==> config.mk <==
export PLATFORM = sky130hd
export DESIGN_NAME = uart_multi_top
export DESIGN_NICKNAME = d
export VERILOG_FILES = /design/src/common/uart_pkg.sv /design/src/uart/uart_tx.sv /design/src/uart/uart_rx.sv /design/src/verilog/tx_dispatch.sv /design/src/verilog/rx_collect.sv /design/src/verilog/uart_multi_top.sv
export VERILOG_INCLUDE_DIRS = /design/src /design/src/common
export SDC_FILE = /design/constraint.sdc
export NUM_CORES = 1
export LEC_CHECK = 0
export ABC_AREA = 1
export BUFFER_PORTS_ARGS = -buffer_cell sky130_fd_sc_hd__buf_2
export CAP_MARGIN = 20
export CORE_ASPECT_RATIO = 0.75
export CORE_MARGIN = 4
export CORE_UTILIZATION = 35
export CTS_BUF_LIST = sky130_fd_sc_hd__clkbuf_8
export DETAILED_ROUTE_END_ITERATION = 10
export HOLD_SLACK_MARGIN = 0.05
export SETUP_SLACK_MARGIN = 0.1
export SLEW_MARGIN = 20
export SYNTH_ARGS = -nofsm -noshare
export SYNTH_HDL_FRONTEND = slang
export SYNTH_SLANG_ARGS = --single-unit
export TNS_END_PERCENT = 10
==> constraint.sdc <==
create_clock -name clk_i -period 3.4 [get_ports clk_i]
set_clock_uncertainty 0.15 [all_clocks]
set_input_delay 0.17 -clock clk_i [delete_from_list [all_inputs] [get_ports clk_i]]
set_output_delay 0.17 -clock clk_i [all_outputs]
set_load 0.01 [all_outputs]
==> src/common/uart_defs.svh <==
// channel count and bus widths of the multi-channel UART, included by the RTL and the testbench
`ifndef UART_DEFS_SVH
`define UART_DEFS_SVH

// lanes in each direction
`define UART_CHANNELS 4

// data bits per frame
`define UART_DATA_W 8

// baud divider width, one bit lasts clk_divider_i cycles
`define UART_DIV_W 16

// channel tag width, log2 of the channel count
`define UART_CHAN_W 2

`endif

==> src/common/uart_pkg.sv <==
// shared state and parity types plus the parity helper for the UART lanes and their testbench
`default_nettype none

`include "uart_defs.svh"

package uart_pkg;

    typedef enum logic [1:0] {
        PAR_NONE = 2'd0,
        PAR_EVEN = 2'd1,
        PAR_ODD  = 2'd2
    } parity_e;

    typedef enum logic [2:0] {
        IDLE,
        START,
        DATA,
        PARITY,
        STOP,
        WAIT
    } tx_state_e;

    typedef enum logic [2:0] {
        R_IDLE,
        R_START,
        R_DATA,
        R_PARITY,
        R_STOP
    } rx_state_e;

    // even: data plus bit has an even count of ones, odd: an odd count
    function automatic logic parity_bit(input logic [`UART_DATA_W-1:0] data,
                                        input parity_e mode);
        logic ones;
        ones = ^data;
        case (mode)
            PAR_EVEN: return ones;
            PAR_ODD:  return ~ones;
            default:  return 1'b0;
        endcase
    endfunction

endpackage

`default_nettype wire

==> src/uart/uart_tx.sv <==
// one UART transmit lane, takes a byte over valid/ready and sends start, data, parity, stop
`default_nettype none

`include "uart_defs.svh"

module uart_tx (
    input  logic                    clk_i,
    input  logic                    rstn_i,
    input  logic [`UART_DIV_W-1:0]  clk_divider_i,
    input  uart_pkg::parity_e       parity_i,
    input  logic [`UART_DATA_W-1:0] tdata_i,
    input  logic                    tvalid_i,
    output logic                    tready_o,
    output logic                    uart_tx_o
);

    localparam int CNT_W = $clog2(`UART_DATA_W);

    uart_pkg::tx_state_e     state;
    logic [`UART_DIV_W-1:0]  baud_cnt;
    logic [CNT_W-1:0]        bit_cnt;
    logic [`UART_DATA_W-1:0] tx_shift;
    logic                    par_bit;
    logic                    par_en;
    logic                    accept;
    logic                    baud_done;
    logic                    bit_done;

    assign tready_o  = (state == uart_pkg::IDLE);
    assign accept    = tvalid_i & tready_o;
    assign baud_done = (baud_cnt == clk_divider_i - 1'b1);
    assign bit_done  = (bit_cnt == CNT_W'(`UART_DATA_W - 1));

    // line is registered, each bit is set up on the edge that ends the previous one
    always_ff @(posedge clk_i) begin
        if (!rstn_i) begin
            state     <= uart_pkg::IDLE;
            uart_tx_o <= 1'b1;
            bit_cnt   <= '0;
        end else begin
            case (state)
                uart_pkg::IDLE: begin
                    uart_tx_o <= 1'b1;
                    if (accept) begin
                        state     <= uart_pkg::START;
                        uart_tx_o <= 1'b0;
                    end
                end
                uart_pkg::START: begin
                    if (baud_done) begin
                        state     <= uart_pkg::DATA;
                        uart_tx_o <= tx_shift[0];
                        bit_cnt   <= '0;
                    end
                end
                uart_pkg::DATA: begin
                    if (baud_done) begin
                        bit_cnt <= bit_cnt + 1'b1;
                        if (bit_done) begin
                            if (par_en) begin
                                state     <= uart_pkg::PARITY;
                                uart_tx_o <= par_bit;
                            end else begin
                                state     <= uart_pkg::STOP;
                                uart_tx_o <= 1'b1;
                            end
                        end else begin
                            // shift register moves on this same edge
                            uart_tx_o <= tx_shift[1];
                        end
                    end
                end
                uart_pkg::PARITY: begin
                    if (baud_done) begin
                        state     <= uart_pkg::STOP;
                        uart_tx_o <= 1'b1;
                    end
                end
                uart_pkg::STOP: begin
                    if (baud_done) begin
                        state <= uart_pkg::WAIT;
                    end
                end
                uart_pkg::WAIT: begin
                    state <= uart_pkg::IDLE;
                end
                default: begin
                    state     <= uart_pkg::IDLE;
                    uart_tx_o <= 1'b1;
                end
            endcase
        end
    end

    // counter restarts at every bit boundary and rests while idle
    always_ff @(posedge clk_i) begin
        if (!rstn_i) begin
            baud_cnt <= '0;
        end else if (state == uart_pkg::IDLE || baud_done) begin
            baud_cnt <= '0;
        end else begin
            baud_cnt <= baud_cnt + 1'b1;
        end
    end

    // frame payload, parity is fixed at acceptance
    always_ff @(posedge clk_i) begin
        if (accept) begin
            tx_shift <= tdata_i;
            par_bit  <= uart_pkg::parity_bit(tdata_i, parity_i);
            par_en   <= (parity_i != uart_pkg::PAR_NONE);
        end else if (baud_done && state == uart_pkg::DATA) begin
            tx_shift <= tx_shift >> 1;
        end
    end

endmodule

`default_nettype wire

==> src/uart/uart_rx.sv <==
// one UART receive lane, samples mid-bit, checks parity and stop, holds the byte until taken
`default_nettype none

`include "uart_defs.svh"

module uart_rx (
    input  logic                    clk_i,
    input  logic                    rstn_i,
    input  logic [`UART_DIV_W-1:0]  clk_divider_i,
    input  uart_pkg::parity_e       parity_i,
    input  logic                    uart_rx_i,
    output logic [`UART_DATA_W-1:0] rdata_o,
    output logic                    rerr_o,
    output logic                    rvalid_o,
    input  logic                    take_i
);

    localparam int CNT_W = $clog2(`UART_DATA_W);

    uart_pkg::rx_state_e     state;
    logic                    rx_meta;
    logic                    rx_sync;
    logic [`UART_DIV_W-1:0]  baud_cnt;
    logic [CNT_W-1:0]        bit_cnt;
    logic [`UART_DATA_W-1:0] rx_shift;
    logic                    par_err;
    logic                    baud_done;
    logic                    half_done;
    logic                    bit_done;
    logic                    frame_done;

    assign baud_done  = (baud_cnt == clk_divider_i - 1'b1);
    assign half_done  = (baud_cnt == (clk_divider_i >> 1) - 1'b1);
    assign bit_done   = (bit_cnt == CNT_W'(`UART_DATA_W - 1));
    assign frame_done = (state == uart_pkg::R_STOP) && baud_done;

    // line is asynchronous to clk_i
    always_ff @(posedge clk_i) begin
        if (!rstn_i) begin
            rx_meta <= 1'b1;
            rx_sync <= 1'b1;
        end else begin
            rx_meta <= uart_rx_i;
            rx_sync <= rx_meta;
        end
    end

    always_ff @(posedge clk_i) begin
        if (!rstn_i) begin
            state    <= uart_pkg::R_IDLE;
            baud_cnt <= '0;
            bit_cnt  <= '0;
        end else begin
            baud_cnt <= baud_cnt + 1'b1;
            case (state)
                uart_pkg::R_IDLE: begin
                    baud_cnt <= '0;
                    bit_cnt  <= '0;
                    if (!rx_sync) begin
                        state <= uart_pkg::R_START;
                    end
                end
                uart_pkg::R_START: begin
                    // a high level at mid start bit was only a glitch
                    if (half_done) begin
                        baud_cnt <= '0;
                        state    <= rx_sync ? uart_pkg::R_IDLE : uart_pkg::R_DATA;
                    end
                end
                uart_pkg::R_DATA: begin
                    if (baud_done) begin
                        baud_cnt <= '0;
                        bit_cnt  <= bit_cnt + 1'b1;
                        if (bit_done) begin
                            if (parity_i != uart_pkg::PAR_NONE) begin
                                state <= uart_pkg::R_PARITY;
                            end else begin
                                state <= uart_pkg::R_STOP;
                            end
                        end
                    end
                end
                uart_pkg::R_PARITY: begin
                    if (baud_done) begin
                        baud_cnt <= '0;
                        state    <= uart_pkg::R_STOP;
                    end
                end
                uart_pkg::R_STOP: begin
                    if (baud_done) begin
                        baud_cnt <= '0;
                        state    <= uart_pkg::R_IDLE;
                    end
                end
                default: state <= uart_pkg::R_IDLE;
            endcase
        end
    end

    always_ff @(posedge clk_i) begin
        if (state == uart_pkg::R_START && half_done) begin
            par_err <= 1'b0;
        end
        if (state == uart_pkg::R_DATA && baud_done) begin
            rx_shift <= {rx_sync, rx_shift[`UART_DATA_W-1:1]};
        end
        if (state == uart_pkg::R_PARITY && baud_done) begin
            par_err <= (rx_sync != uart_pkg::parity_bit(rx_shift, parity_i));
        end
        // an untaken byte gets overwritten and flagged as overrun
        if (frame_done) begin
            rdata_o <= rx_shift;
            rerr_o  <= par_err | ~rx_sync | (rvalid_o & ~take_i);
        end
    end

    always_ff @(posedge clk_i) begin
        if (!rstn_i) begin
            rvalid_o <= 1'b0;
        end else if (frame_done) begin
            rvalid_o <= 1'b1;
        end else if (take_i) begin
            rvalid_o <= 1'b0;
        end
    end

endmodule

`default_nettype wire

==> src/verilog/tx_dispatch.sv <==
// decodes the channel tag of the input byte stream into per-lane valids and returns that lane's ready
`default_nettype none

`include "uart_defs.svh"

module tx_dispatch (
    input  logic [`UART_DATA_W-1:0]   s_tdata_i,
    input  logic [`UART_CHAN_W-1:0]   s_tchan_i,
    input  logic                      s_tvalid_i,
    output logic                      s_tready_o,
    output logic [`UART_CHANNELS-1:0] lane_valid_o,
    output logic [`UART_DATA_W-1:0]   lane_data_o,
    input  logic [`UART_CHANNELS-1:0] lane_ready_i
);

    // one-hot valid, only the tagged lane sees the byte
    always_comb begin
        lane_valid_o            = '0;
        lane_valid_o[s_tchan_i] = s_tvalid_i;
    end

    // handshake completes on the addressed lane alone
    assign s_tready_o = lane_ready_i[s_tchan_i];

    // data bus is shared, the lane valid qualifies it
    assign lane_data_o = s_tdata_i;

endmodule

`default_nettype wire

==> src/verilog/rx_collect.sv <==
// round-robin merge of the receive lanes into one registered, tagged output stream
`default_nettype none

`include "uart_defs.svh"

module rx_collect (
    input  logic                                         clk_i,
    input  logic                                         rstn_i,
    input  logic [`UART_CHANNELS-1:0][`UART_DATA_W-1:0]  lane_data_i,
    input  logic [`UART_CHANNELS-1:0]                    lane_err_i,
    input  logic [`UART_CHANNELS-1:0]                    lane_valid_i,
    output logic [`UART_CHANNELS-1:0]                    lane_take_o,
    output logic [`UART_DATA_W-1:0]                      m_tdata_o,
    output logic [`UART_CHAN_W-1:0]                      m_tchan_o,
    output logic                                         m_terr_o,
    output logic                                         m_tvalid_o,
    input  logic                                         m_tready_i
);

    localparam int CW = `UART_CHAN_W;

    logic [CW-1:0] last_q;
    logic [CW-1:0] scan_idx;
    logic [CW-1:0] grant_idx;
    logic          grant_found;
    logic          load;

    // scan begins one past the last grant, so a busy lane cannot starve the rest
    always_comb begin
        grant_found = 1'b0;
        grant_idx   = last_q;
        scan_idx    = last_q;
        for (int i = 1; i <= `UART_CHANNELS; i++) begin
            scan_idx = last_q + CW'(i);
            if (!grant_found && lane_valid_i[scan_idx]) begin
                grant_found = 1'b1;
                grant_idx   = scan_idx;
            end
        end
    end

    // register refills on the cycle its word leaves
    assign load        = grant_found & (~m_tvalid_o | m_tready_i);
    assign lane_take_o = {`UART_CHANNELS{load}} & (`UART_CHANNELS'(1) << grant_idx);

    always_ff @(posedge clk_i) begin
        if (!rstn_i) begin
            m_tvalid_o <= 1'b0;
            m_terr_o   <= 1'b0;
            last_q     <= '1;
        end else if (load) begin
            m_tvalid_o <= 1'b1;
            m_terr_o   <= lane_err_i[grant_idx];
            last_q     <= grant_idx;
        end else if (m_tready_i) begin
            m_tvalid_o <= 1'b0;
            m_terr_o   <= 1'b0;
        end
    end

    always_ff @(posedge clk_i) begin
        if (load) begin
            m_tdata_o <= lane_data_i[grant_idx];
            m_tchan_o <= grant_idx;
        end
    end

endmodule

`default_nettype wire

==> src/verilog/uart_multi_top.sv <==
// multi-channel UART top, dispatcher and transmit lanes on one side, receive lanes and collector on the other
`default_nettype none

`include "uart_defs.svh"

module uart_multi_top (
    input  logic                      clk_i,
    input  logic                      rstn_i,
    input  logic [`UART_DIV_W-1:0]    clk_divider_i,
    input  uart_pkg::parity_e         parity_i,
    input  logic [`UART_DATA_W-1:0]   s_tdata_i,
    input  logic [`UART_CHAN_W-1:0]   s_tchan_i,
    input  logic                      s_tvalid_i,
    output logic                      s_tready_o,
    output logic [`UART_DATA_W-1:0]   m_tdata_o,
    output logic [`UART_CHAN_W-1:0]   m_tchan_o,
    output logic                      m_terr_o,
    output logic                      m_tvalid_o,
    input  logic                      m_tready_i,
    output logic [`UART_CHANNELS-1:0] uart_tx_o,
    input  logic [`UART_CHANNELS-1:0] uart_rx_i
);

    logic [`UART_CHANNELS-1:0]                   tx_valid;
    logic [`UART_CHANNELS-1:0]                   tx_ready;
    logic [`UART_DATA_W-1:0]                     tx_data;
    logic [`UART_CHANNELS-1:0][`UART_DATA_W-1:0] rx_data;
    logic [`UART_CHANNELS-1:0]                   rx_err;
    logic [`UART_CHANNELS-1:0]                   rx_valid;
    logic [`UART_CHANNELS-1:0]                   rx_take;

    tx_dispatch u_dispatch (
        .s_tdata_i    (s_tdata_i),
        .s_tchan_i    (s_tchan_i),
        .s_tvalid_i   (s_tvalid_i),
        .s_tready_o   (s_tready_o),
        .lane_valid_o (tx_valid),
        .lane_data_o  (tx_data),
        .lane_ready_i (tx_ready)
    );

    for (genvar ch = 0; ch < `UART_CHANNELS; ch++) begin : g_tx
        uart_tx u_tx (
            .clk_i         (clk_i),
            .rstn_i        (rstn_i),
            .clk_divider_i (clk_divider_i),
            .parity_i      (parity_i),
            .tdata_i       (tx_data),
            .tvalid_i      (tx_valid[ch]),
            .tready_o      (tx_ready[ch]),
            .uart_tx_o     (uart_tx_o[ch])
        );
    end

    for (genvar ch = 0; ch < `UART_CHANNELS; ch++) begin : g_rx
        uart_rx u_rx (
            .clk_i         (clk_i),
            .rstn_i        (rstn_i),
            .clk_divider_i (clk_divider_i),
            .parity_i      (parity_i),
            .uart_rx_i     (uart_rx_i[ch]),
            .rdata_o       (rx_data[ch]),
            .rerr_o        (rx_err[ch]),
            .rvalid_o      (rx_valid[ch]),
            .take_i        (rx_take[ch])
        );
    end

    rx_collect u_collect (
        .clk_i        (clk_i),
        .rstn_i       (rstn_i),
        .lane_data_i  (rx_data),
        .lane_err_i   (rx_err),
        .lane_valid_i (rx_valid),
        .lane_take_o  (rx_take),
        .m_tdata_o    (m_tdata_o),
        .m_tchan_o    (m_tchan_o),
        .m_terr_o     (m_terr_o),
        .m_tvalid_o   (m_tvalid_o),
        .m_tready_i   (m_tready_i)
    );

endmodule

`default_nettype wire

==> results of run 1 <==
## metrics by stage
step                total power (uW)  setup WS [ns]  utilization, %  instances
floorplan                       6630          0.309               -       2823
global placement                7350          0.264            37.8       3594
detailed placement              7340          0.209            37.8       3594
CTS                            10700          0.633            40.1       3715
global route                   11400          0.297            40.1       3715
finish                         10600          0.513            40.1       3715
## critical path: stages
cell	delay (ns)
buf_2	0.15
inv_1	0.17
ha_1	0.39
nand2_4	0.15
nor2_8	0.17
nand2_1	0.07
nand2_1	0.08
nand2_1	0.40
nand2_1	0.21
nand2_1	0.07
nor2_1	0.10
nand2_1	0.08
nor2_2	0.12
nand2_4	0.10
nand3_1	0.10
nand2_1	0.06
nand2_1	0.05
nand3_1	0.05
dlygate4sd3_1	0.57
## what timing repair did
| action | 4_1_cts | 5_1_grt |
|---|---|---|
| buffers inserted | 0 | 0 |
| endpoints found under the hold margin | 131 | 0 |
| hold buffers | 22 | 0 |
## flip-flops by register name, indices dropped and copies added, names as in the netlist
signal and count:
g_tx.u_tx.baud_cnt 64, u_collect.m_tvalid_o 1, g_tx.u_tx.uart_tx_o 4, g_rx.u_rx.par_err 4, g_tx.u_tx.tx_shift 32, g_rx.u_rx.state 12
g_rx.u_rx.baud_cnt 64, u_collect.last_q 2, g_rx.u_rx.rdata_o 32, g_rx.u_rx.rx_meta 4, g_tx.u_tx.bit_cnt 12, g_rx.u_rx.bit_cnt 12
g_rx.u_rx.rx_sync 4, g_tx.u_tx.state 12, g_rx.u_rx.rx_shift 32, g_tx.u_tx.par_en 4, g_rx.u_rx.rerr_o 4, g_tx.u_tx.par_bit 4
u_collect.m_tchan_o 2, g_rx.u_rx.rvalid_o 4, u_collect.m_tdata_o 8, u_collect.m_terr_o 1
## layout make-up
cell class	instances	area (um^2)	area share (%)
Clock buffer	59	812	3.69
Multi-Input combinational cell	2098	10300	47.0
Sequential cell	318	7590	34.5
Timing Repair Buffer	118	811	3.68
Clock inverter	40	201	0.915
Inverter	360	1350	6.14
Tap cell	722	903	4.10
## cell usage in the layout (no fill, tap or decap), types with 17 or more instances in the layout
cell and n:
nand2_1 891, inv_1 364, nor2_1 322, nand3_1 212, dfxtp_1 196, edfxtp_1 122, o21ai_0 88, a21oi_1 84
xor2_1 83, nand4_1 79, nor3_1 62, clkbuf_8 59, buf_2 52, buf_4 44, xnor2_1 37, nand2_2 32
ha_1 26, or2_2 22, dlygate4sd3_1 22, nor3b_1 19, nand3b_1 18, inv_2 17
## power by group through the flow
stage / clock [uW] / sequential (uW) / combinational (uW)
3_5_place_dp: 0 / 4520 / 2830
2_1_floorplan: 0 / 4460 / 2170
4_1_cts: 3400 / 4440 / 2870
3_3_place_gp: 0 / 4520 / 2840
5_1_grt: 3580 / 4470 / 3300
6_report: 3300 / 4440 / 2890
## logic make-up after synthesis
kind of cell | count (synthesis)
buffers and inverters | 407
adders and majority gates | 26
AOI/OAI and AO/OA | 226
xor gates and xnor gates | 124
and+or+nand+nor | 1722
DFF | 318
## final timing paths
check / startpoint / endpoint / slack (ns)
max: clk_divider_i[1] / g_tx[0].u_tx.uart_tx_o$_SDFFE_PN1P_ / 0.51
min: uart_rx_i[1] / g_rx[1].u_rx.rx_meta$_SDFF_PN1_ / 0.10
max reg2reg: u_collect.last_q[0]$_SDFFE_PN1P_ / g_rx[1].u_rx.rerr_o$_DFFE_PP_ / 0.61
min reg2reg: g_rx[3].u_rx.rx_meta$_SDFF_PN1_ / g_rx[3].u_rx.rx_sync$_SDFF_PN1_ / 0.26
## metal layers
metal	share of wire [%]	track usage, %
met2	39	28.2
met4	1.7	4.92
met5	0	0
met3	9.9	5.00
met1	49	30.0
==> out/metrics.yaml, run 1 <==
p_leak_uw: 0.00978
finalWirelength_mm: 60.3
synth_compound_gate_area_share_pct: 6.54
synth.avg_cell_area_um2: 6.93
cts_tree: "yes"
worstHoldPathType: "in2reg"
avgRoutedWirePerCell_um: 16.2
cp-end-kind: "register"
critPathMaxFanout: 11
fin_nets: 3012
synthMuxAreaShare_pct: 0
p_sw_share_pct: 35.8
antenna_cells: 0
cts_root_buf: "clkbuf_8"
grt_pass1_vias: 16700
num_vias: 18500
die_height_um: 213
overflow: 0
period_share_pct: 84.9
grt_usage_pct: 19.9
worst_slew_pin_slew_ns: 0.877
cp_data_arrival_time_ns: 3.27
netSwitchingPower_uw: 3810
finalSetupViolations: 0
seqPwrFrac_pct: 41.8
cts_resized: 0
ir_drop_mv: 0.339
fmax_mhz: 346
ys_ff_latch: 318
ys.flop_type: "dfxtp_1"
pin_count: 53
place_congestion: 1.03
vias_per_cell: 4.97
antenna_left: 0
synth_top_area_share_pct: 20.1
hold_viol: 0
combinationalPowerShare_pct: 27.2
design_area_um2: 22000
synthCells: 2823
die_area_um2: 59800
start_util_pct: 35.6
clkPwrFrac_pct: 31.0
synth_simple_gate_area_share_pct: 38.9
cts-buffers-inserted: 54
route.detailed.drc: 0
reg2regPathDepth: 12
area_growth_pct: 12.5
min_period_ns: 2.89
placed_cell_area_um2: 20800
synth.area.top_cells: "dfxtp_1 20%, edfxtp_1 19%, nand2_1 17%, inv_1 6.6%, nor2_1 6.2%"
async_flop_share_pct: 0
synth_cell_types: 53
fin_hold_ws_ns: 0.102
power-per-cell-area_nw_per_um2: 483
cts.reportedPaths.clkPinSlew_ns: 0.06
synth_edf_count: 122
grt_pass1_wl_mm: 93.0
grt_max_degree: 50
dp_hpwl_mm: 46.5
die_w_um: 281
crit_type: "in2reg"
rsz0062_at_grt: "false"
synth_common_cells: "891 x nand2_1, 344 x inv_1, 322 x nor2_1"
drive_gt1_share_pct: 9.69
cp-start-kind: "input pin"
synth_fp_nets: 2885
maxSlewViolCount: 0
dr.first_iter.drc_count: 1860
synth_top_family_by_area: "simple AND/OR/NAND/NOR gates"
clock_sinks: 318
htreeDepth: 2
synthMostInstantiatedCell: "nand2_1"
rows: 74
dr.pass1.iters: 6
nFillCells: 5815
ys_seq_area_share_pct: 38.8
antenna_found_initial: 0
clk_latency_ns: 0.66
maxCapViolCount: 0
ys.warnings.count: 0
whs_path_depth: 3
status: "finished clean"
required_ns: 3.79
slew_headroom_pct: 41.5
tns_ns: 0
yosys.area.top_type: "dfxtp_1"
synth_xor_area_share_pct: 5.77
fp.coreArea_um2: 54900
synthAdderAreaFrac_pct: 1.66
cts_buffer_depth: 3
p_int_uw: 6810
io_buffers: 52
synth.cell_area_um2: 19600
Note: power is estimated with default switching activity, not from simulation.
==> run 2, diff against run 1 <==
==> constraint.sdc (replaced) <==
create_clock -name clk_i -period 2.8 [get_ports clk_i]
set_clock_uncertainty 0.15 [all_clocks]
set_input_delay 0.14 -clock clk_i [delete_from_list [all_inputs] [get_ports clk_i]]
set_output_delay 0.14 -clock clk_i [all_outputs]
set_load 0.01 [all_outputs]
==> run 2 against run 1 <==
  * Global-route usage grew 0.33 points
  * Core utilization up 2.3 points
  * Routed wire length about the same
  * Total power increased by 25%
  * Count of clock-buffer cells in the layout increased by 2
  * Largest power group unchanged
  * Via count increased by 1.5%
  * Worst setup slack got worse by 0.22 ns
  * Sequential power up 21%
==> out/metrics.yaml, run 2 (synthesized netlist as in run 1, its figures left out) <==
grt_max_degree: 45
crit_chain: "inv_1, nand2_1, nand4_1, nor2_1, o21ai_0, nor2_1, nand2_1, nor2_1, nand4_1, nor2_1, nand3_1, nor2_2, buf_12"
grt_pass1_vias: 17700
cts.reportedPaths.clkPinSlew_ns: 0.06
power_uw: 13200
cp-end-kind: "register"
dr.pass1.iters: 6
reg2regPathDepth: 13
finalSetupViolations: 0
antenna_left: 0
clock_sinks: 318
hold_viol: 0
crit_type: "reg2reg"
cp_num_buf_inv: 2
grt_pass1_wl_mm: 95.7
die_height_um: 213
place_congestion: 1.00
fin_util_pct: 42.4
cts_root_buf: "clkbuf_8"
whs_path_depth: 3
start_util_pct: 35.6
maxSlewViolCount: 0
dp_slack_ns: -0.187
fin_nets: 3150
period_share_pct: 89.4
cts_buffer_depth: 3
min_period_ns: 2.50
finalWirelength_mm: 60.3
vias_per_cell: 4.88
reg_top3: "g_rx.u_rx.baud_cnt: 64 flops, g_tx.u_tx.baud_cnt: 64 flops"
die_w_um: 281
design_area_um2: 23300
fp.coreArea_um2: 54900
slew_headroom_pct: 52.9
crit_top_cell: "nor2_1"
clk_latency_ns: 0.61
status: "finished clean"
pin_count: 53
antenna_cells: 0
avgRoutedWirePerCell_um: 15.7
cp_data_arrival_time_ns: 2.67
route.detailed.drc: 0
crit_slowest_cell: "dfxtp_1"
rsz0062_at_grt: "true"
power-per-cell-area_nw_per_um2: 569
cp-start-kind: "register"
cts-buffers-inserted: 51
ir_drop_mv: 0.289
placed_cell_area_um2: 22000
grt_usage_pct: 20.2
final_cell_mix: "891 x nand2_1, 364 x inv_1, 321 x nor2_1"
final_common_cell: "nand2_1"
maxCapViolCount: 0
cpPeakStageDelay_ns: 0.44
num_vias: 18800
setup_ws_ns: 0.298
io_buffers: 52
fmax_mhz: 400
cts_tree: "yes"
required_ns: 2.97
rows: 74
drive_gt1_share_pct: 14.0
dr.first_iter.drc_count: 1792
critPathMaxFanout: 9
worst_slew_pin_slew_ns: 0.700
area_growth_pct: 18.9
crit_family: "simple AND/OR/NAND/NOR gates"
post_cts_buffers: 0
p_leak_uw: 0.0105
htreeDepth: 2
crit_cells: 13
die_area_um2: 59800
overflow: 0
worstHoldPathType: "in2reg"
dp_hpwl_mm: 47.3
antenna_found_initial: 0
==> run 2: repair_timing <==
action                                 4_1_cts  5_1_grt
setup endpoints to repair                    1       36
hold buffers                                24        0
resized for setup                            1       10
endpoints found under the hold margin      108        0
==> run 2: stage by stage <==
stage          std cells  hold slack [ns]  TNS (ns)
2_1_floorplan       2823           0.0966    -0.911
6_report            3846            0.107         0
3_5_place_dp        3733            0.181     -7.89
3_3_place_gp        3733            0.179     -6.53
4_1_cts             3846           0.0617         0
5_1_grt             3846           0.0910         0
==> run 2: worst paths after layout <==
kind / from / to / slack (ns)
max: g_rx[0].u_rx.baud_cnt[0]$_SDFF_PN0_ / g_rx[0].u_rx.rdata_o[2]$_DFFE_PP_ / 0.30
min: uart_rx_i[3] / g_rx[3].u_rx.rx_meta$_SDFF_PN1_ / 0.11
max reg2reg: g_rx[0].u_rx.baud_cnt[0]$_SDFF_PN0_ / g_rx[0].u_rx.rdata_o[2]$_DFFE_PP_ / 0.30
min reg2reg: g_rx[0].u_rx.rx_meta$_SDFF_PN1_ / g_rx[0].u_rx.rx_sync$_SDFF_PN1_ / 0.25
==> run 2: layout make-up <==
type	count	area [um^2]
repair buffers	259	2010
inverters	360	1350
flip-flops and latches	318	7590
fillers	5684	31600
multi-input cells	2098	10400
clock buffers	61	840
clock inverters	28	180
well taps	722	903
==> run 2: where the power goes <==
group          leakage, uW  internal (uW)  total [uW]  switching, uW
Sequential         0.00270           5130        5390            257
Clock             0.000594           2150        4060           1910
Combinational      0.00721           1340        3800           2450
==> run 2: worst min-delay path, cell delays in order <==
cell	delay, ns
dlygate4sd3_1	0.52
buf_2	0.09
or2_2	0.08
==> run 2: metal layers <==
metal	vias up	GRT usage [%]	wire length, um
met3	85	5.15	5930
met5	-	0	0
met4	0	4.23	1080
li1	9611	-	-
met1	8418	30.8	30100
met2	651	28.6	23200
